[src/design/digout_settings.svh]
`ifndef DIGOUT_SETTINGS_SVH
`define DIGOUT_SETTINGS_SVH

////////////////////
// Host bus
////////////////////

`define BUS_ADDR_W        8
`define BUS_DATA_W        16

// Two single-ended banks A and B, four outputs each
`define NUM_BANKS         2
`define OUTS_PER_BANK     4

// Field widths inside the bus words
`define FUNC_W            4
`define MODE_W            2
`define RAIL_CODE_W       2

// Three positive and three negative rail switches per bank
`define RAIL_SEL_W        6

// Settling window is 2**RAIL_DELAY_EXP cycles
// Short for simulation, 16 on the board
`define RAIL_DELAY_EXP    4

`define PWM_W             32

////////////////////
// Register addresses
////////////////////

`define ADDR_BANK_A_FUNCT   8'h10
`define ADDR_BANK_B_FUNCT   8'h11
`define ADDR_BANK_A_MODE    8'h12
`define ADDR_BANK_B_MODE    8'h13
`define ADDR_BANK_A_RAILS   8'h14
`define ADDR_BANK_B_RAILS   8'h15
`define ADDR_BANK_AB_STATE  8'h16
`define ADDR_PWM_PERIOD_LO  8'h20
`define ADDR_PWM_PERIOD_HI  8'h21
`define ADDR_PWM_DUTY_LO    8'h22
`define ADDR_PWM_DUTY_HI    8'h23

`endif

[src/design/digout_pkg.sv]
`include "digout_settings.svh"

package digout_pkg;

	// Output function, one nibble per output
	// Codes 1 to 9 were halls and encoders, now reserved
	// Any reserved code drives the output low
	typedef enum logic [`FUNC_W-1:0] {
		FUNC_LEVEL = 'd0,
		FUNC_PWM   = 'd10
	} func_code_t;

	// Drive mode of the top and bottom switch pair
	typedef enum logic [`MODE_W-1:0] {
		MODE_PUSH_PULL      = 'd0,
		MODE_OPEN_COLLECTOR = 'd1,
		MODE_OPEN_EMITTER   = 'd2,
		MODE_DISABLED       = 'd3
	} drive_mode_t;

	// Rail choice for one half of a bank
	// Same coding for the positive and the negative half
	typedef enum logic [`RAIL_CODE_W-1:0] {
		RAIL_0    = 'd0,
		RAIL_1    = 'd1,
		RAIL_2    = 'd2,
		// All three switches of the half stay open
		RAIL_NONE = 'd3
	} rail_code_t;

endpackage

[src/design/digout_regs.sv]
`include "digout_settings.svh"

module digout_regs
	import digout_pkg::*;
(
	input  logic                                               xclk,
	input  logic                                               reset,
	input  logic                                               write_qualified,
	input  logic [`BUS_ADDR_W-1:0]                             ab,
	input  logic [`BUS_DATA_W-1:0]                             db_in,
	output logic [`NUM_BANKS-1:0][`OUTS_PER_BANK*`FUNC_W-1:0]  bank_funct,
	output logic [`NUM_BANKS-1:0][`OUTS_PER_BANK*`MODE_W-1:0]  bank_mode,
	output logic [`NUM_BANKS-1:0][2*`RAIL_CODE_W-1:0]          bank_rails,
	output logic [`NUM_BANKS*`OUTS_PER_BANK-1:0]               bank_state,
	output logic [`NUM_BANKS-1:0]                              rail_start,
	input  logic [`NUM_BANKS-1:0]                              rail_ack,
	output logic [`PWM_W-1:0]                                  pwm_period,
	output logic [`PWM_W-1:0]                                  pwm_duty,
	output logic                                               pwm_restart
);

	localparam int FUNCT_BITS = `OUTS_PER_BANK * `FUNC_W;
	localparam int MODE_BITS  = `OUTS_PER_BANK * `MODE_W;
	localparam int RAILS_BITS = 2 * `RAIL_CODE_W;
	localparam int STATE_BITS = `NUM_BANKS * `OUTS_PER_BANK;

	// Power-up configuration
	// Every output level, every driver off, no rail connected
	localparam logic [FUNCT_BITS-1:0] FUNCT_RESET = {`OUTS_PER_BANK{FUNC_LEVEL}};
	localparam logic [MODE_BITS-1:0]  MODE_RESET  = {`OUTS_PER_BANK{MODE_DISABLED}};
	localparam logic [RAILS_BITS-1:0] RAILS_RESET = {RAIL_NONE, RAIL_NONE};

	////////////////////
	// Write decode
	////////////////////

	always_ff @(posedge xclk or negedge reset)
	begin
		if (!reset)
		begin
			bank_funct  <= {`NUM_BANKS{FUNCT_RESET}};
			bank_mode   <= {`NUM_BANKS{MODE_RESET}};
			bank_rails  <= {`NUM_BANKS{RAILS_RESET}};
			bank_state  <= '0;
			rail_start  <= '0;
			// Slowest period, half duty
			pwm_period  <= '1;
			pwm_duty    <= {1'b0, {(`PWM_W-1){1'b1}}};
			pwm_restart <= 1'b0;
		end
		else
		begin
			// Restart is a single cycle pulse
			pwm_restart <= 1'b0;
			if (write_qualified)
			begin
				case (ab)
					`ADDR_BANK_A_FUNCT: bank_funct[0] <= db_in[FUNCT_BITS-1:0];
					`ADDR_BANK_B_FUNCT: bank_funct[1] <= db_in[FUNCT_BITS-1:0];
					`ADDR_BANK_A_MODE:  bank_mode[0] <= db_in[MODE_BITS-1:0];
					`ADDR_BANK_B_MODE:  bank_mode[1] <= db_in[MODE_BITS-1:0];
					// New rails also raise the start flag of that bank
					`ADDR_BANK_A_RAILS:
					begin
						bank_rails[0] <= db_in[RAILS_BITS-1:0];
						rail_start[0] <= 1'b1;
					end
					`ADDR_BANK_B_RAILS:
					begin
						bank_rails[1] <= db_in[RAILS_BITS-1:0];
						rail_start[1] <= 1'b1;
					end
					// Bank A levels in the low nibble, bank B above
					`ADDR_BANK_AB_STATE: bank_state <= db_in[STATE_BITS-1:0];
					// PWM values arrive as two halves
					// Each half restarts the generator
					`ADDR_PWM_PERIOD_LO:
					begin
						pwm_period[`BUS_DATA_W-1:0] <= db_in;
						pwm_restart <= 1'b1;
					end
					`ADDR_PWM_PERIOD_HI:
					begin
						pwm_period[`PWM_W-1:`BUS_DATA_W] <= db_in;
						pwm_restart <= 1'b1;
					end
					`ADDR_PWM_DUTY_LO:
					begin
						pwm_duty[`BUS_DATA_W-1:0] <= db_in;
						pwm_restart <= 1'b1;
					end
					`ADDR_PWM_DUTY_HI:
					begin
						pwm_duty[`PWM_W-1:`BUS_DATA_W] <= db_in;
						pwm_restart <= 1'b1;
					end
					// Unknown addresses are ignored
					default: ;
				endcase
			end
			else
			begin
				// Start flag drops once the sequencer acknowledges
				// Only between bus writes
				rail_start <= rail_start & ~rail_ack;
			end
		end
	end

	////////////////////
	// Semaphore check
	////////////////////

	for (genvar b = 0; b < `NUM_BANKS; b++)
	begin : g_start_chk
		// A start request is held until the sequencer has answered
		ap_start_held: assert property (
			@(posedge xclk) disable iff (!reset)
			rail_start[b] && !rail_ack[b] |=> rail_start[b]
		)
		else
			$error("rail_start[%0d] fell without rail_ack", b);
	end

endmodule

[src/design/rail_sequencer.sv]
`include "digout_settings.svh"

module rail_sequencer
	import digout_pkg::*;
(
	input  logic                      xclk,
	input  logic                      reset,
	input  logic                      rail_start,
	input  logic [2*`RAIL_CODE_W-1:0] rails,
	output logic                      rail_ack,
	output logic [`RAIL_SEL_W-1:0]    rail_switch
);

	localparam int HALF_W = `RAIL_SEL_W / 2;
	// Top bit of the counter marks the end of the window
	localparam int CNT_W  = `RAIL_DELAY_EXP + 1;

	logic [CNT_W-1:0]       settle_cnt;
	logic [CNT_W-1:0]       settle_next;
	logic [`RAIL_SEL_W-1:0] switch_new;

	// One switch closed per named rail, none for RAIL_NONE
	function automatic logic [HALF_W-1:0] rail_onehot(input rail_code_t code);
		logic [HALF_W-1:0] lines;
		lines = '0;
		case (code)
			RAIL_0:  lines[0] = 1'b1;
			RAIL_1:  lines[1] = 1'b1;
			RAIL_2:  lines[2] = 1'b1;
			default: lines = '0;
		endcase
		return lines;
	endfunction

	assign settle_next = settle_cnt + CNT_W'(1);

	// Positive switches in the low half, negative above
	assign switch_new = {
		rail_onehot(rail_code_t'(rails[2*`RAIL_CODE_W-1:`RAIL_CODE_W])),
		rail_onehot(rail_code_t'(rails[`RAIL_CODE_W-1:0]))
	};

	////////////////////
	// Break before make
	////////////////////

	always_ff @(posedge xclk or negedge reset)
	begin
		if (!reset)
		begin
			settle_cnt  <= '0;
			rail_ack    <= 1'b0;
			rail_switch <= '0;
		end
		else if (rail_start)
		begin
			// Open everything and hold the window at zero
			// A repeated start stretches the window
			rail_switch <= '0;
			rail_ack    <= 1'b1;
			settle_cnt  <= '0;
		end
		else if (rail_ack)
		begin
			settle_cnt <= settle_next;
			// Connect the new rails as the count reaches 2**EXP
			if (settle_next[CNT_W-1])
			begin
				rail_switch <= switch_new;
				rail_ack    <= 1'b0;
			end
		end
	end

	// Two rails of one polarity must never be shorted together
	ap_half_onehot: assert property (
		@(posedge xclk) disable iff (!reset)
		$onehot0(rail_switch[HALF_W-1:0]) && $onehot0(rail_switch[`RAIL_SEL_W-1:HALF_W])
	)
	else
		$error("rail_switch %b closes two rails of one half", rail_switch);

endmodule

[src/design/pwm_gen.sv]
`include "digout_settings.svh"

module pwm_gen
(
	input  logic              xclk,
	input  logic              reset,
	input  logic [`PWM_W-1:0] period,
	input  logic [`PWM_W-1:0] duty,
	input  logic              restart,
	output logic              pwm_out
);

	logic [`PWM_W-1:0] count;
	logic [`PWM_W-1:0] count_next;
	// One extra bit so the wrap test holds for any period
	logic [`PWM_W:0]   count_inc;

	assign count_inc = {1'b0, count} + (`PWM_W+1)'(1);

	////////////////////
	// Period counter
	////////////////////

	always_comb
	begin
		// Back to zero on restart or after period-1
		// Period 0 and 1 both keep the count at zero
		if (restart || count_inc >= {1'b0, period})
		begin
			count_next = '0;
		end
		else
		begin
			count_next = count_inc[`PWM_W-1:0];
		end
	end

	always_ff @(posedge xclk or negedge reset)
	begin
		if (!reset)
		begin
			count   <= '0;
			pwm_out <= 1'b0;
		end
		else
		begin
			count <= count_next;
			// Registered compare follows the new count
			// So pwm_out is high exactly while count < duty
			pwm_out <= (count_next < duty);
		end
	end

endmodule

[src/design/bank_driver.sv]
`include "digout_settings.svh"

module bank_driver
	import digout_pkg::*;
(
	input  logic [`OUTS_PER_BANK*`FUNC_W-1:0] funct,
	input  logic [`OUTS_PER_BANK*`MODE_W-1:0] mode,
	input  logic [`OUTS_PER_BANK-1:0]         state,
	input  logic                              pwm_out,
	output logic [`OUTS_PER_BANK-1:0]         out_top,
	output logic [`OUTS_PER_BANK-1:0]         out_bot
);

	// Selected function signal per output
	logic [`OUTS_PER_BANK-1:0] sel;

	////////////////////
	// Function select
	////////////////////

	always_comb
	begin
		sel = '0;
		for (int i = 0; i < `OUTS_PER_BANK; i++)
		begin
			// Output 1 sits in the low nibble
			case (func_code_t'(funct[i*`FUNC_W +: `FUNC_W]))
				FUNC_LEVEL: sel[i] = state[i];
				FUNC_PWM:   sel[i] = pwm_out;
				// Reserved codes drive low
				default:    sel[i] = 1'b0;
			endcase
		end
	end

	////////////////////
	// Drive mode
	////////////////////

	always_comb
	begin
		out_top = '0;
		out_bot = '0;
		for (int i = 0; i < `OUTS_PER_BANK; i++)
		begin
			case (drive_mode_t'(mode[i*`MODE_W +: `MODE_W]))
				MODE_PUSH_PULL:
				begin
					out_top[i] = sel[i];
					out_bot[i] = ~sel[i];
				end
				// Sink only
				MODE_OPEN_COLLECTOR:
				begin
					out_bot[i] = ~sel[i];
				end
				// Source only
				MODE_OPEN_EMITTER:
				begin
					out_top[i] = sel[i];
				end
				// Both switches open
				default:
				begin
					out_top[i] = 1'b0;
					out_bot[i] = 1'b0;
				end
			endcase
		end
	end

	// Top and bottom together would short the rails
	always_comb
	begin
		ap_no_shoot_through: assert ((out_top & out_bot) == '0)
		else
			$error("out_top %b and out_bot %b both high", out_top, out_bot);
	end

endmodule

[src/design/digout_top.sv]
`include "digout_settings.svh"

module digout_top
(
	input  logic                      xclk,
	input  logic                      reset,
	input  logic                      write_qualified,
	input  logic [`BUS_ADDR_W-1:0]    ab,
	input  logic [`BUS_DATA_W-1:0]    db_in,
	output logic [`OUTS_PER_BANK-1:0] dig_out_a_top,
	output logic [`OUTS_PER_BANK-1:0] dig_out_a_bot,
	output logic [`OUTS_PER_BANK-1:0] dig_out_b_top,
	output logic [`OUTS_PER_BANK-1:0] dig_out_b_bot,
	output logic [`RAIL_SEL_W-1:0]    do_rails_a,
	output logic [`RAIL_SEL_W-1:0]    do_rails_b
);

	// Configuration held by the register block
	logic [`NUM_BANKS-1:0][`OUTS_PER_BANK*`FUNC_W-1:0] bank_funct;
	logic [`NUM_BANKS-1:0][`OUTS_PER_BANK*`MODE_W-1:0] bank_mode;
	logic [`NUM_BANKS-1:0][2*`RAIL_CODE_W-1:0]         bank_rails;
	logic [`NUM_BANKS*`OUTS_PER_BANK-1:0]              bank_state;

	// Rail start and acknowledge per bank
	logic [`NUM_BANKS-1:0] rail_start;
	logic [`NUM_BANKS-1:0] rail_ack;

	// PWM settings and the shared PWM signal
	logic [`PWM_W-1:0]     pwm_period;
	logic [`PWM_W-1:0]     pwm_duty;
	logic                  pwm_restart;
	logic                  pwm_out;

	digout_regs regs_i (
		.xclk            (xclk),
		.reset           (reset),
		.write_qualified (write_qualified),
		.ab              (ab),
		.db_in           (db_in),
		.bank_funct      (bank_funct),
		.bank_mode       (bank_mode),
		.bank_rails      (bank_rails),
		.bank_state      (bank_state),
		.rail_start      (rail_start),
		.rail_ack        (rail_ack),
		.pwm_period      (pwm_period),
		.pwm_duty        (pwm_duty),
		.pwm_restart     (pwm_restart)
	);

	////////////////////
	// Rail switches
	////////////////////

	rail_sequencer rails_a_i (
		.xclk        (xclk),
		.reset       (reset),
		.rail_start  (rail_start[0]),
		.rails       (bank_rails[0]),
		.rail_ack    (rail_ack[0]),
		.rail_switch (do_rails_a)
	);

	rail_sequencer rails_b_i (
		.xclk        (xclk),
		.reset       (reset),
		.rail_start  (rail_start[1]),
		.rails       (bank_rails[1]),
		.rail_ack    (rail_ack[1]),
		.rail_switch (do_rails_b)
	);

	// One PWM source shared by every output
	pwm_gen pwm_i (
		.xclk    (xclk),
		.reset   (reset),
		.period  (pwm_period),
		.duty    (pwm_duty),
		.restart (pwm_restart),
		.pwm_out (pwm_out)
	);

	////////////////////
	// Output banks
	////////////////////

	bank_driver bank_a_i (
		.funct   (bank_funct[0]),
		.mode    (bank_mode[0]),
		.state   (bank_state[`OUTS_PER_BANK-1:0]),
		.pwm_out (pwm_out),
		.out_top (dig_out_a_top),
		.out_bot (dig_out_a_bot)
	);

	bank_driver bank_b_i (
		.funct   (bank_funct[1]),
		.mode    (bank_mode[1]),
		.state   (bank_state[2*`OUTS_PER_BANK-1:`OUTS_PER_BANK]),
		.pwm_out (pwm_out),
		.out_top (dig_out_b_top),
		.out_bot (dig_out_b_bot)
	);

endmodule

[config.mk]
export PLATFORM = sky130hd
export DESIGN_NAME = digout_top
export DESIGN_NICKNAME = d
export VERILOG_FILES = /design/src/design/digout_pkg.sv /design/src/design/digout_regs.sv /design/src/design/rail_sequencer.sv /design/src/design/pwm_gen.sv /design/src/design/bank_driver.sv /design/src/design/digout_top.sv
export VERILOG_INCLUDE_DIRS = /design/src /design/src/design
export SDC_FILE = /design/constraint.sdc
export NUM_CORES = 1
export LEC_CHECK = 0
export ABC_AREA = 1
export BUFFER_PORTS_ARGS = -buffer_cell sky130_fd_sc_hd__buf_2
export CORE_ASPECT_RATIO = 0.7
export CORE_MARGIN = 2
export CORE_UTILIZATION = 50
export DETAILED_ROUTE_END_ITERATION = 8
export HOLD_SLACK_MARGIN = 0.05
export PLACE_DENSITY_LB_ADDON = 0.25
export SLEW_MARGIN = 20
export SYNTH_ARGS = -nofsm -noshare
export SYNTH_HDL_FRONTEND = slang
export SYNTH_HIERARCHICAL = 1
export SYNTH_SLANG_ARGS = --single-unit
export TNS_END_PERCENT = 20
[constraint.sdc]
create_clock -name xclk -period 4.6 [get_ports xclk]
set_input_delay 0.92 -clock xclk [delete_from_list [all_inputs] [get_ports xclk]]
set_output_delay 0.92 -clock xclk [all_outputs]
set_load 0.01 [all_outputs]
# Word level (Yosys, flattened, before mapping)

Index checks and enable logic that the tools add are counted.
W data, S select, Z words.

$add $sub $neg: 3
Magnitude comparators: 2
Equal/unequal tests: 45
Multiplexer cells: 58
Bitwise gates (word level): 10
Reduce and logical (&&, ||, !) cells: 55

Operators with widths:

| cell                    | count |
|---|---|
| $eq A8 B5 Y1 const B    | 7 |
| $mux W1                 | 38 |
| $mux W6                 | 6 |
| $add A32 B1 Y33 const B | 1 |
| $ge A33 B32 Y1          | 1 |
| $eq A4 B4 Y1 const B    | 8 |
| $eq A8 B6 Y1 const B    | 4 |
| $logic_not A4 Y1        | 8 |
| $lt A32 B32 Y1          | 1 |
| $mux W32                | 1 |
| $reduce_or A2 Y1        | 16 |
| $reduce_and A2 Y1       | 13 |
| $eq A2 B1 Y1 const B    | 12 |
| $eq A2 B2 Y1 const B    | 12 |
| $logic_not A2 Y1        | 12 |
| $mux W5                 | 4 |
| $pmux W1 S2             | 8 |
| $add A5 B1 Y5 const B   | 2 |
| $not A1 Y1              | 8 |
| $reduce_bool A2 Y1      | 4 |
| $ne A2 B1 Y1 const B    | 2 |
| $reduce_or A4 Y1        | 1 |
| $and A2 B2 Y2           | 1 |
| $mux W2                 | 1 |
| 2 further kinds         | 2 |

Flip-flop bits (word level): 188
Input port bits: 27
Output and inout bits: 28
Logic and storage cells: 195

# Depth between registers and ports, before layout

Gate-level depths: netlist of run 1.

Word-level depth: 5
Depth in mapped cells: 38
Depth with buffers taken out: 37

# Modules after synthesis

The synthesis of run 1 kept the hierarchy.

By module, submodules not included:

| module         | instances | cells each | area an instance (µm²) | seq. area each (µm²) |
|---|---|---|---|---|
| digout_regs    | 1         | 604        | 5520.3                 | 3387.0 |
| pwm_gen        | 1         | 513        | 3567.2                 | 825.8 |
| rail_sequencer | 2         | 72         | 611.8                  | 300.3 |
| bank_driver    | 2         | 48         | 230.2                  | 0.0 |

# Worst setup path after synthesis of run 1

Ideal clock, no wire load.

Path type: flip-flop to flip-flop
Start: reg pwm_i.count[0]
End: reg pwm_i.pwm_out
Setup time: 0.077 ns
Data arrival time: 4.197 ns
Data required time: 4.523 ns
Path slack: 0.326 ns
Cell stages (with the launch flop): 29
Path buffers: 1
Clock period less this slack: 4.274 ns
Cell sequence: dfrtp_1 > ha_1 > nand2_1 > nor2_2 > nand4_2 > nor2_2 > nand3_2 > nor2_4 > nand2_2 > nor2_4 > nand3_2 > nor4b_2 > xor2_1 > inv_1 > ha_1 > nand2_1 > nor4_1 > nand4_1 > and3_1 > nand2_1 > clkbuf_1 > nor3_1 > ha_1 > a21oi_1 > nor2_1 > a211oi_1 > o221a_2 > nand2_1 > a21oi_1

Word-level cells in the longest chain between the ends: 5

RTL lines:

| what                    | RTL line      | RTL |
|---|---|---|
| from (decl)             | pwm_gen.sv:13 | `` logic [`PWM_W-1:0] count; `` |
| from (signal assigned)  | pwm_gen.sv:47 | `count <= count_next;` |
| $add A32 B1 Y33 *       | pwm_gen.sv:18 | `` assign count_inc = {1'b0, count} + (`PWM_W+1)'(1); `` |
| $ge A33 B32 Y1          | pwm_gen.sv:28 | `if (restart \|\| count_inc >= {1'b0, period})` |
| $logic_or A1 B1 Y1      | pwm_gen.sv:28 |  |
| $mux W32 *              | pwm_gen.sv:28 |  |
| via pwm_i.count_next[9] | pwm_gen.sv:14 | `` logic [`PWM_W-1:0] count_next; `` |
| $lt A32 B32 Y1 *        | pwm_gen.sv:50 | `pwm_out <= (count_next < duty);` |
| to (signal assigned)    | pwm_gen.sv:50 |  |
| to (decl)               | pwm_gen.sv:10 | `output logic pwm_out` |

Mark *: on every way through the listed nets, which the timed path passes. The rest lies on a longest branch.
A chain may end at the register's enable or synchronous reset.

# Worst setup path in the final report of run 1

Start: reg pwm_i.count[1]
End: reg pwm_i.pwm_out

The elaborated chain is that of the path after synthesis.

==> impl_metrics.json, run 1 <==
{
  "synth_area_leaders": "dfrtp_1 (23%), dfstp_2 (21%), nand2_1 (15%)",
  "ys_warn_count": 6,
  "start_kind": "flip-flop",
  "drc": 0,
  "rsz0062_at_grt": "true",
  "comb_power_share": 0.267,
  "hold_path.class": "input port to asynchronous set/reset pin",
  "reg2reg_depth": 29,
  "postCtsHoldBufs": 0,
  "drt-total-wl_um": 27600,
  "p_per_area_nw_per_um2": 380,
  "first_pass_iters": 6,
  "slowest_delay_ps": 380,
  "met3_length_um": 2230,
  "synth_area_leader_cell": "dfrtp_1",
  "slowest_stage": "dfrtp_1",
  "p_int_mw": 3.13,
  "io_pins": 55,
  "grt_max_degree": 127,
  "final_util": 0.589,
  "worst_slew_pin_slew_ps": 703,
  "fp.dieH_um": 127,
  "grt_pass1_wl_um": 44500,
  "cts_tree": "yes",
  "critPathKind": "flip-flop to flip-flop",
  "p_leak_nw": 6.30,
  "syn2layout_area_growth_pct": 14.4,
  "p_sw_frac": 0.331,
  "min_period_over_period": 0.995,
  "cp_common_cell": "nor2_4",
  "synth_area_um2": 10800,
  "synth_edf_count": 0,
  "routed.top_layer": "met4",
  "max_freq_mhz": 218,
  "core_um2": 20900,
  "skew_ps": 8.63,
  "min_period_ps": 4580,
  "synthFlopType": "dfrtp_1",
  "power_mw": 4.69,
  "place_congestion": 0.900,
  "htreeDepth": 4,
  "power_frac_seq": 0.422,
  "dr_wl_met2_um": 11800,
  "cts-root-buf": "clkbuf_16",
  "cp_max_fo": 4,
  "drive_gt1_frac": 0.229,
  "synth_cell_type_count": 43,
  "overflow": 0,
  "antenna_cells": 0,
  "die-width_um": 179,
  "crit_required_ps": 4980,
  "peakVddDrop_mv": 0.247,
  "ys_seq_area_frac": 0.447,
  "path_clk_slew_ps": 70,
  "cts_inserted_buffers": 17,
  "power.share.clock": 0.312,
  "switching_power_mw": 1.55,
  "final_max_slew_viol_count": 0,
  "synthCells": 1357,
  "nets": 1513,
  "slew_headroom": 0.530,
  "status": "completed",
  "drt-met1-wl_um": 13300,
  "vias": 9063,
  "grt_pass1_vias": 8489,
  "insertion_delay_ps": 440,
  "cts_sinks": 188,
  "synthArstFlopShare": 1.00,
  "syn-num-nets": 1450,
  "endpoint_kind": "flip-flop",
  "ys_ff_latch": 188,
  "first_iter_violations": 891,
  "post-dp-hpwl_um": 19200,
  "setup_viol": 0,
  "routed_via_density": 5.30,
  "synth_top_area_frac": 0.235,
  "clockBufferDepth": 2,
  "portBuffers": 54,
  "track_usage": 0.247,
  "design_area_um2": 12300,
  "antenna_found_initial": 0,
  "postPlaceCellArea_um2": 11300,
  "drtAntennaViolNets": 0,
  "worstPathArrival_ps": 4960,
  "die_area_um2": 22800,
  "r2r-start": "pwm_i/count[1]",
  "maxCapViolCount": 0,
  "initial_core_util": 0.515,
  "r2r_slack_ps": 20,
  "wl_per_cell_um": 16.2,
  "r2r_end": "pwm_i/pwm_out",
  "fp-row-count": 44,
  "syn_avg_cell_area_um2": 7.94,
  "hold_viol": 0
}
## worst max-delay path: cells and delay by family, from the launching register on
kind / cells / cell delay, ps
AO/OA/AOI/OAI: 5 / 780
adder cells (fa/ha/maj): 3 / 660
XOR/XNOR: 1 / 230
buffers and inverters: 3 / 260
flip-flops: 1 / 380
AND/OR/NAND/NOR: 17 / 2200
## repair_timing
| item | CTS | global route |
|---|---|---|
| pin swaps | 11 | 33 |
| gates cloned | 0 | 0 |
| setup buffers | 5 | 15 |
| gates resized for setup | 18 | 46 |
| setup endpoints to repair | 1 | 1 |
## cell usage after synthesis (all sizes together), types with 3 or more instances
cell type / instances
a211oi: 3
nand4: 65
xor2: 17
xnor2: 6
inv: 189
a21oi: 25
a21o: 3
dfstp: 87
nand2: 445
o21ai: 9
dfrtp: 101
nor3: 22
clkbuf: 18
ha: 66
buf: 29
nand3: 140
or2: 3
nor2: 117
## layer usage
| metal | vias up | global-route usage |
|---|---|---|
| met3 | 24 | 0.0594 |
| met2 | 299 | 0.350 |
| li1 | 4430 | - |
| met5 | - | 0 |
| met4 | 0 | 0.0703 |
| met1 | 4310 | 0.375 |
## power groups by stage
stage	Sequential [mW]	Combinational (mW)	Clock, mW
6_report	1.98	1.25	1.46
5_1_grt	2.00	1.39	1.56
4_1_cts	1.97	1.10	1.49
3_5_place_dp	1.99	1.04	0
3_3_place_gp	1.99	1.00	0
2_1_floorplan	1.97	0.677	0
## final cells by class
class	instances	area (um2)
Clock buffer	19	453
Clock inverter	13	124
Fill cell	1954	8590
Inverter	189	709
Multi-Input combinational cell	933	5290
Sequential cell	188	4810
Tap cell	276	345
Timing Repair Buffer	91	594
## how the worst max path moves through the flow
stage	start	end	slack (ps)	depth (start not counted)
floorplan	pwm_i/count[0]	pwm_i/pwm_out	330	28
global placement	pwm_i/count[0]	pwm_i/pwm_out	80	29
detailed placement	pwm_i/count[0]	pwm_i/pwm_out	-160	36
CTS	pwm_i/count[0]	pwm_i/pwm_out	0.3	29
global route	pwm_i/count[1]	pwm_i/pwm_out	-280	35
finish	pwm_i/count[1]	pwm_i/pwm_out	20	29
## cell families (layout without fill, tap and decap cells)
kind of cell	count (synthesis)	after routing	share of synthesized area
AO/OA/AOI/OAI	45	45	0.0244
XOR/XNOR	23	23	0.0187
adder cells (fa/ha/maj)	66	66	0.0767
buffers and inverters	236	312	0.0892
flip-flops	188	188	0.447
AND/OR/NAND/NOR	799	799	0.344
## cells in the final DEF (no fill, tap or decap), types with 3 or more instances in the layout
cell type | Yosys | final
nand2_1 | 438 | 430
nand3_4 | 3 | 5
xor2_1 | 17 | 15
nor2_1 | 83 | 73
dfstp_2 | 87 | 87
nand2_4 | 1 | 4
nor3_4 | 1 | 3
nand3_1 | 123 | 123
inv_1 | 179 | 178
buf_6 | 3 | 5
ha_4 | 0 | 5
ha_1 | 66 | 60
nor2_4 | 12 | 20
nand3_2 | 14 | 12
o21ai_0 | 6 | 5
a21o_1 | 3 | 3
dfrtp_1 | 101 | 101
xnor2_1 | 6 | 6
buf_4 | 8 | 31
nand4_1 | 63 | 63
a21oi_2 | 0 | 5
a21oi_1 | 25 | 20
nor3_1 | 20 | 19
inv_2 | 10 | 11
buf_2 | 18 | 53
clkbuf_16 | 0 | 17
clkinv_2 | 0 | 8
nand2_2 | 6 | 10
nor2_2 | 22 | 24
## flip-flops by register name, indices dropped and copies added (netlist names), 2 cells and up
signal                 flops
pwm_i/count               32
rails_a_i/rail_switch      6
rails_a_i/settle_cnt       5
rails_b_i/rail_switch      6
rails_b_i/settle_cnt       5
regs_i/bank_funct         32
regs_i/bank_mode          16
regs_i/bank_rails          8
regs_i/bank_state          8
regs_i/pwm_duty           32
regs_i/pwm_period         32
regs_i/rail_start          2
## through the flow
step	std cells	hold WS (ps)	setup WS, ps	setup TNS (ps)
global route	1709	473	-279	-279
detailed placement	1657	453	-156	-156
CTS	1694	463	0.280	0
finish	1709	450	21.5	0
global placement	1657	450	80.7	0
floorplan	1357	442	326	0
Note: power is estimated with default switching activity, not from simulation.
==> run 2, diff against run 1 <==
- CORE_UTILIZATION: 50 -> 56
==> impl_metrics.json, run 2 (synthesis results as in run 1) <==
{
  "antenna_cells": 0,
  "slowest_stage": "dfrtp_1",
  "r2r_end": "pwm_i/pwm_out",
  "critPathBufInv": 2,
  "worstPathArrival_ps": 4880,
  "antenna_found_initial": 0,
  "fillers": 1615,
  "hold_depth": 2,
  "slew_headroom": 0.356,
  "maxCapViolCount": 0,
  "final_common_cell": "nand2_1",
  "cp_max_fo": 8,
  "cts_tree": "yes",
  "dr_wl_met2_um": 12300,
  "hold_viol": 0,
  "p_per_area_nw_per_um2": 388,
  "drt-total-wl_um": 27700,
  "io_pins": 55,
  "r2r_slack_ps": 40,
  "worst_slack_ps": 38.3,
  "design_area_um2": 12400,
  "worst_slew_pin_slew_ps": 965,
  "postPlaceCellArea_um2": 11300,
  "clockBufferDepth": 2,
  "insertion_delay_ps": 440,
  "hold_start": "regs_i/pwm_period[3]",
  "cts_inserted_buffers": 17,
  "portBuffers": 54,
  "start_kind": "flip-flop",
  "cp_common_cell": "nor2_4",
  "final_max_slew_viol_count": 0,
  "met3_length_um": 1890,
  "path_clk_slew_ps": 70,
  "cts-root-buf": "clkbuf_16",
  "core_um2": 18900,
  "hold_path.class": "flip-flop to flip-flop",
  "cpLargestDelayFamily": "simple AND/OR/NAND/NOR gates",
  "die-width_um": 170,
  "power_mw": 4.82,
  "die_area_um2": 20400,
  "drc": 0,
  "wl_per_cell_um": 16.6,
  "grt_pass1_wl_um": 43900,
  "setup_viol": 0,
  "grt_pass1_vias": 8450,
  "reg2reg_depth": 28,
  "skew_ps": 11.4,
  "overflow": 0,
  "initial_core_util": 0.571,
  "final_cell_mix": "nand2_1 (427), inv_1 (179), nand3_1 (123), dfrtp_1 (101), dfstp_2 (87)",
  "track_usage": 0.278,
  "drt-met1-wl_um": 13200,
  "crit_required_ps": 4920,
  "dp_slack_ps": -178,
  "peakVddDrop_mv": 0.284,
  "syn2layout_area_growth_pct": 15.1,
  "vias": 9105,
  "routed.top_layer": "met4",
  "hold_end": "regs_i/pwm_period[3]",
  "first_iter_violations": 816,
  "status": "completed",
  "r2r-start": "pwm_i/count[0]",
  "first_pass_iters": 5,
  "drtAntennaViolNets": 0,
  "drive_gt1_frac": 0.237,
  "final_util": 0.657,
  "htreeDepth": 4,
  "post-dp-hpwl_um": 18900,
  "grt_max_degree": 100,
  "p_leak_nw": 6.31,
  "max_freq_mhz": 219,
  "min_period_ps": 4560,
  "min_period_over_period": 0.992,
  "place_congestion": 0.886,
  "cts_sinks": 188,
  "fp-row-count": 42,
  "nets": 1509,
  "setup_tns_ps": 0,
  "endpoint_kind": "flip-flop",
  "routed_via_density": 5.45,
  "rsz0062_at_grt": "true",
  "slowest_delay_ps": 390,
  "critPathKind": "flip-flop to flip-flop",
  "fp.dieH_um": 120
}
## run 2: changes by cell type in the layout (fill, tap and decap cells not counted), sizes merged
cell,previous run,this run
buf,91,86
bufinv,2,3
clkbuf,19,22
clkinv,9,4
clkinvlp,2,4
## run 2: stage by stage
| step | cells | hold WS [ps] |
|---|---|---|
| 3_3_place_gp | 1624 | 451 |
| 5_1_grt | 1671 | 474 |
| 3_5_place_dp | 1624 | 453 |
| 4_1_cts | 1661 | 463 |
| 6_report | 1671 | 460 |
| 2_1_floorplan | 1357 | 442 |
## run 2: final cells by class
cell class / count / area, um2 / share of cell area
clock buffers: 21 / 460 / 0.0371
inverters: 189 / 709 / 0.0572
clock inverters: 11 / 144 / 0.0116
multi-input cells: 933 / 5380 / 0.434
well taps: 242 / 303 / 0.0244
flip-flops and latches: 188 / 4810 / 0.388
repair buffers: 87 / 587 / 0.0473
## run 2: worst reg2reg max path, delay by kind of cell (launching register included)
kind | cells | cell delay [ps]
simple gates | 19 | 2450
buf+inv | 2 | 270
fa+ha+maj | 3 | 780
compound gates | 3 | 350
xor+xnor | 1 | 210
flops | 1 | 390
## run 2: worst max path at each step
stage	from	to	slack (ps)	cells after the start
floorplan	pwm_i/count[0]	pwm_i/pwm_out	330	28
global placement	pwm_i/count[0]	pwm_i/pwm_out	-50	33
detailed placement	pwm_i/count[0]	pwm_i/pwm_out	-180	29
CTS	pwm_i/count[0]	pwm_i/pwm_out	0.6	35
global route	pwm_i/count[0]	pwm_i/pwm_out	-270	35
finish	pwm_i/count[0]	pwm_i/pwm_out	40	28
## run 2: layer usage
layer / up-vias / global-route usage
met4: 0 / 0.0620
met5: - / 0
li1: 4429 / -
met2: 295 / 0.412
met3: 27 / 0.0534
met1: 4354 / 0.422
## run 2: power breakdown
group          switching [mW]  internal (mW)  leakage, nW
Combinational           0.809          0.502         3.76
Sequential              0.144           1.83         2.27
Clock                   0.648          0.882        0.285
## run 2: what timing repair did
item,in CTS,in global routing
buffers inserted,5,9
hold buffers,0,0
gates cloned,0,1
gates resized for setup,15,70
setup endpoints to repair,1,1
pin swaps,8,23
==> run 3, diff against run 2 <==
- ABC_AREA: 1 -> not set
==> impl_metrics.json, run 3 <==
{
  "final_util": 0.695,
  "r2r_slack_ps": -160,
  "peakVddDrop_mv": 0.220,
  "final_common_cell": "mux2_2",
  "worst_slack_ps": -165,
  "rsz0062_at_grt": "true",
  "first_pass_iters": 5,
  "violations": "negative setup slack",
  "ys_seq_area_frac": 0.486,
  "multi_input_area_um2": 5070,
  "fp-row-count": 40,
  "endpoint_kind": "flip-flop",
  "synth_common_cells": "mux2_2 (128), dfrtp_1 (101), dfstp_2 (87)",
  "crit_required_ps": 4930,
  "skew_ps": 11.9,
  "cts_tree": "yes",
  "antenna_found_initial": 1,
  "core_um2": 17200,
  "routed_via_density": 5.80,
  "drt-total-wl_um": 24200,
  "synthFlopType": "dfrtp_1",
  "p_per_area_nw_per_um2": 402,
  "finalNonFillerCells": 1191,
  "io_pins": 55,
  "p_leak_nw": 5.61,
  "final_cell_mix": "mux2_2 (128), dfrtp_1 (101), dfstp_2 (87), buf_4 (69), inv_1 (66)",
  "die-width_um": 163,
  "drtAntennaViolNets": 0,
  "cts-root-buf": "clkbuf_16",
  "start_kind": "flip-flop",
  "nets": 1040,
  "critPathKind": "flip-flop to flip-flop",
  "ys_warn_count": 6,
  "path_clk_slew_ps": 70,
  "synth_most_common_cell": "mux2_2",
  "track_usage": 0.274,
  "synth_top_area_frac": 0.255,
  "htreeDepth": 4,
  "grt_pass1_wl_um": 39100,
  "post-dp-hpwl_um": 17100,
  "cp_max_fo": 8,
  "wl_per_cell_um": 20.3,
  "dp_slack_ps": -377,
  "synth_cell_type_count": 60,
  "overflow": 0,
  "grt_max_degree": 124,
  "fillers": 1244,
  "postCtsHoldBufs": 0,
  "vias": 6912,
  "max_freq_mhz": 210,
  "drive_gt1_frac": 0.481,
  "antenna_cells": 0,
  "min_period_ps": 4760,
  "place_congestion": 0.901,
  "slew_headroom": 0.334,
  "synth_area_leader_cell": "dfrtp_1",
  "first_iter_violations": 562,
  "setup_viol": 1,
  "maxCapViolCount": 0,
  "final_max_slew_viol_count": 0,
  "synthArstFlopShare": 1.00,
  "cts_inserted_buffers": 17,
  "grt_pass1_vias": 7389,
  "drc": 0,
  "hold_path.class": "flip-flop to flip-flop",
  "die_area_um2": 18800,
  "syn_avg_cell_area_um2": 12.0,
  "worst_slew_pin_slew_ps": 994,
  "synthCells": 825,
  "cts_sinks": 188,
  "synth_area_um2": 9910,
  "dp_cells": 1142,
  "syn-num-nets": 918,
  "worstPathArrival_ps": 5090,
  "synth_area_leaders": "dfrtp_1 (26%), dfstp_2 (23%), mux2_2 (15%)",
  "syn2layout_area_growth_pct": 20.8,
  "synth_edf_count": 0,
  "insertion_delay_ps": 440,
  "ys_ff_latch": 188,
  "min_period_over_period": 1.04,
  "status": "complete, but fails checks",
  "fp.dieH_um": 115,
  "portBuffers": 54,
  "hold_viol": 0,
  "seq_area_um2": 4810,
  "initial_core_util": 0.576,
  "clockBufferDepth": 2
}
-- run 3: cell types whose count changed in the layout (fill, tap and decap cells not counted), moves of 20 or more --
cell     previous run  this run
nor2_1             62        28
buf_4              28        69
nor2_2             29         2
inv_1             179        66
mux2_2              0       128
nand4_1            63        22
nor2b_1             0        22
and3_1              0        20
nand3_1           123        26
nor2_4             26         2
nand2_1           427        24
-- run 3: logic make-up after synthesis --
group / share of synthesized area
buffers and inverters: 0.0390
flip-flops: 0.486
adder cells (fa/ha/maj): 0.0833
XOR/XNOR: 0.0336
AO/OA/AOI/OAI: 0.0514
multiplexers: 0.166
AND/OR/NAND/NOR: 0.141
-- run 3: layout make-up --
class	count	area share
clock buffer	19	0.0362
timing repair buffer	129	0.0758
tap	231	0.0241
clock inverter	13	0.0173
multi-input combinational	545	0.424
sequential	188	0.402
inverter	66	0.0207
-- run 3: worst max-delay path, stage by stage (launching register included) --
cell,delay (ps)
dfrtp_1,360
and4_4,290
nand4_1,190
nor2_2,220
buf_6,140
and3_4,190
xor2_2,80
ha_1,300
and4_4,240
nand4_1,160
a211o_1,350
a31o_4,250
buf_12,150
buf_4,130
and3_1,170
ha_1,310
nand4_1,150
buf_4,160
nor2_1,130
o21ai_0,200
a31oi_4,230
nand3b_1,90
o21a_1,160
-- run 3: routing by layer --
metal,GRT usage,vias up,share of wire
met5,0.0126,-,0
met2,0.445,182,0.47
li1,-,3160,-
met4,0.0649,0,0.017
met1,0.370,3528,0.45
met3,0.0732,42,0.057
-- run 3: repair_timing --
action	4_1_cts	5_1_grt
endpoints found under the setup margin	1	1
gates resized for setup	64	1
buffers inserted	14	0
gates cloned	2	0
pin swaps	38	2
-- run 3: final timing paths --
kind,from,end,cells past startpoint
min in group asynchronous,reset,regs_i/bank_funct[2],1
hold / removal,regs_i/bank_state[1],regs_i/bank_state[1],1
setup reg to reg,pwm_i/count[6],pwm_i/pwm_out,22
setup / recovery,pwm_i/count[6],pwm_i/pwm_out,22
max in group asynchronous,reset,regs_i/pwm_period[28],2
hold reg to reg,regs_i/bank_state[1],regs_i/bank_state[1],1
-- run 3: through the flow --
| step | TNS [ps] | hold WS [ps] | area, um2 | power [mW] |
|---|---|---|---|---|
| floorplan | 0 | 448 | 9910 | 2.52 |
| global placement | -253 | 482 | 10800 | 2.92 |
| detailed placement | -377 | 495 | 10800 | 2.98 |
| CTS | 0 | 511 | 12000 | 4.80 |
| global route | -366 | 526 | 12000 | 5.01 |
| finish | -165 | 509 | 12000 | 4.81 |
-- run 3: where the power goes --
| part | internal, mW | switching, mW | leakage, nW |
|---|---|---|---|
| Combinational | 0.622 | 0.624 | 3.03 |
| Sequential | 1.82 | 0.134 | 2.28 |
| Clock | 0.927 | 0.680 | 0.301 |
| Total | 3.37 | 1.44 | 5.61 |
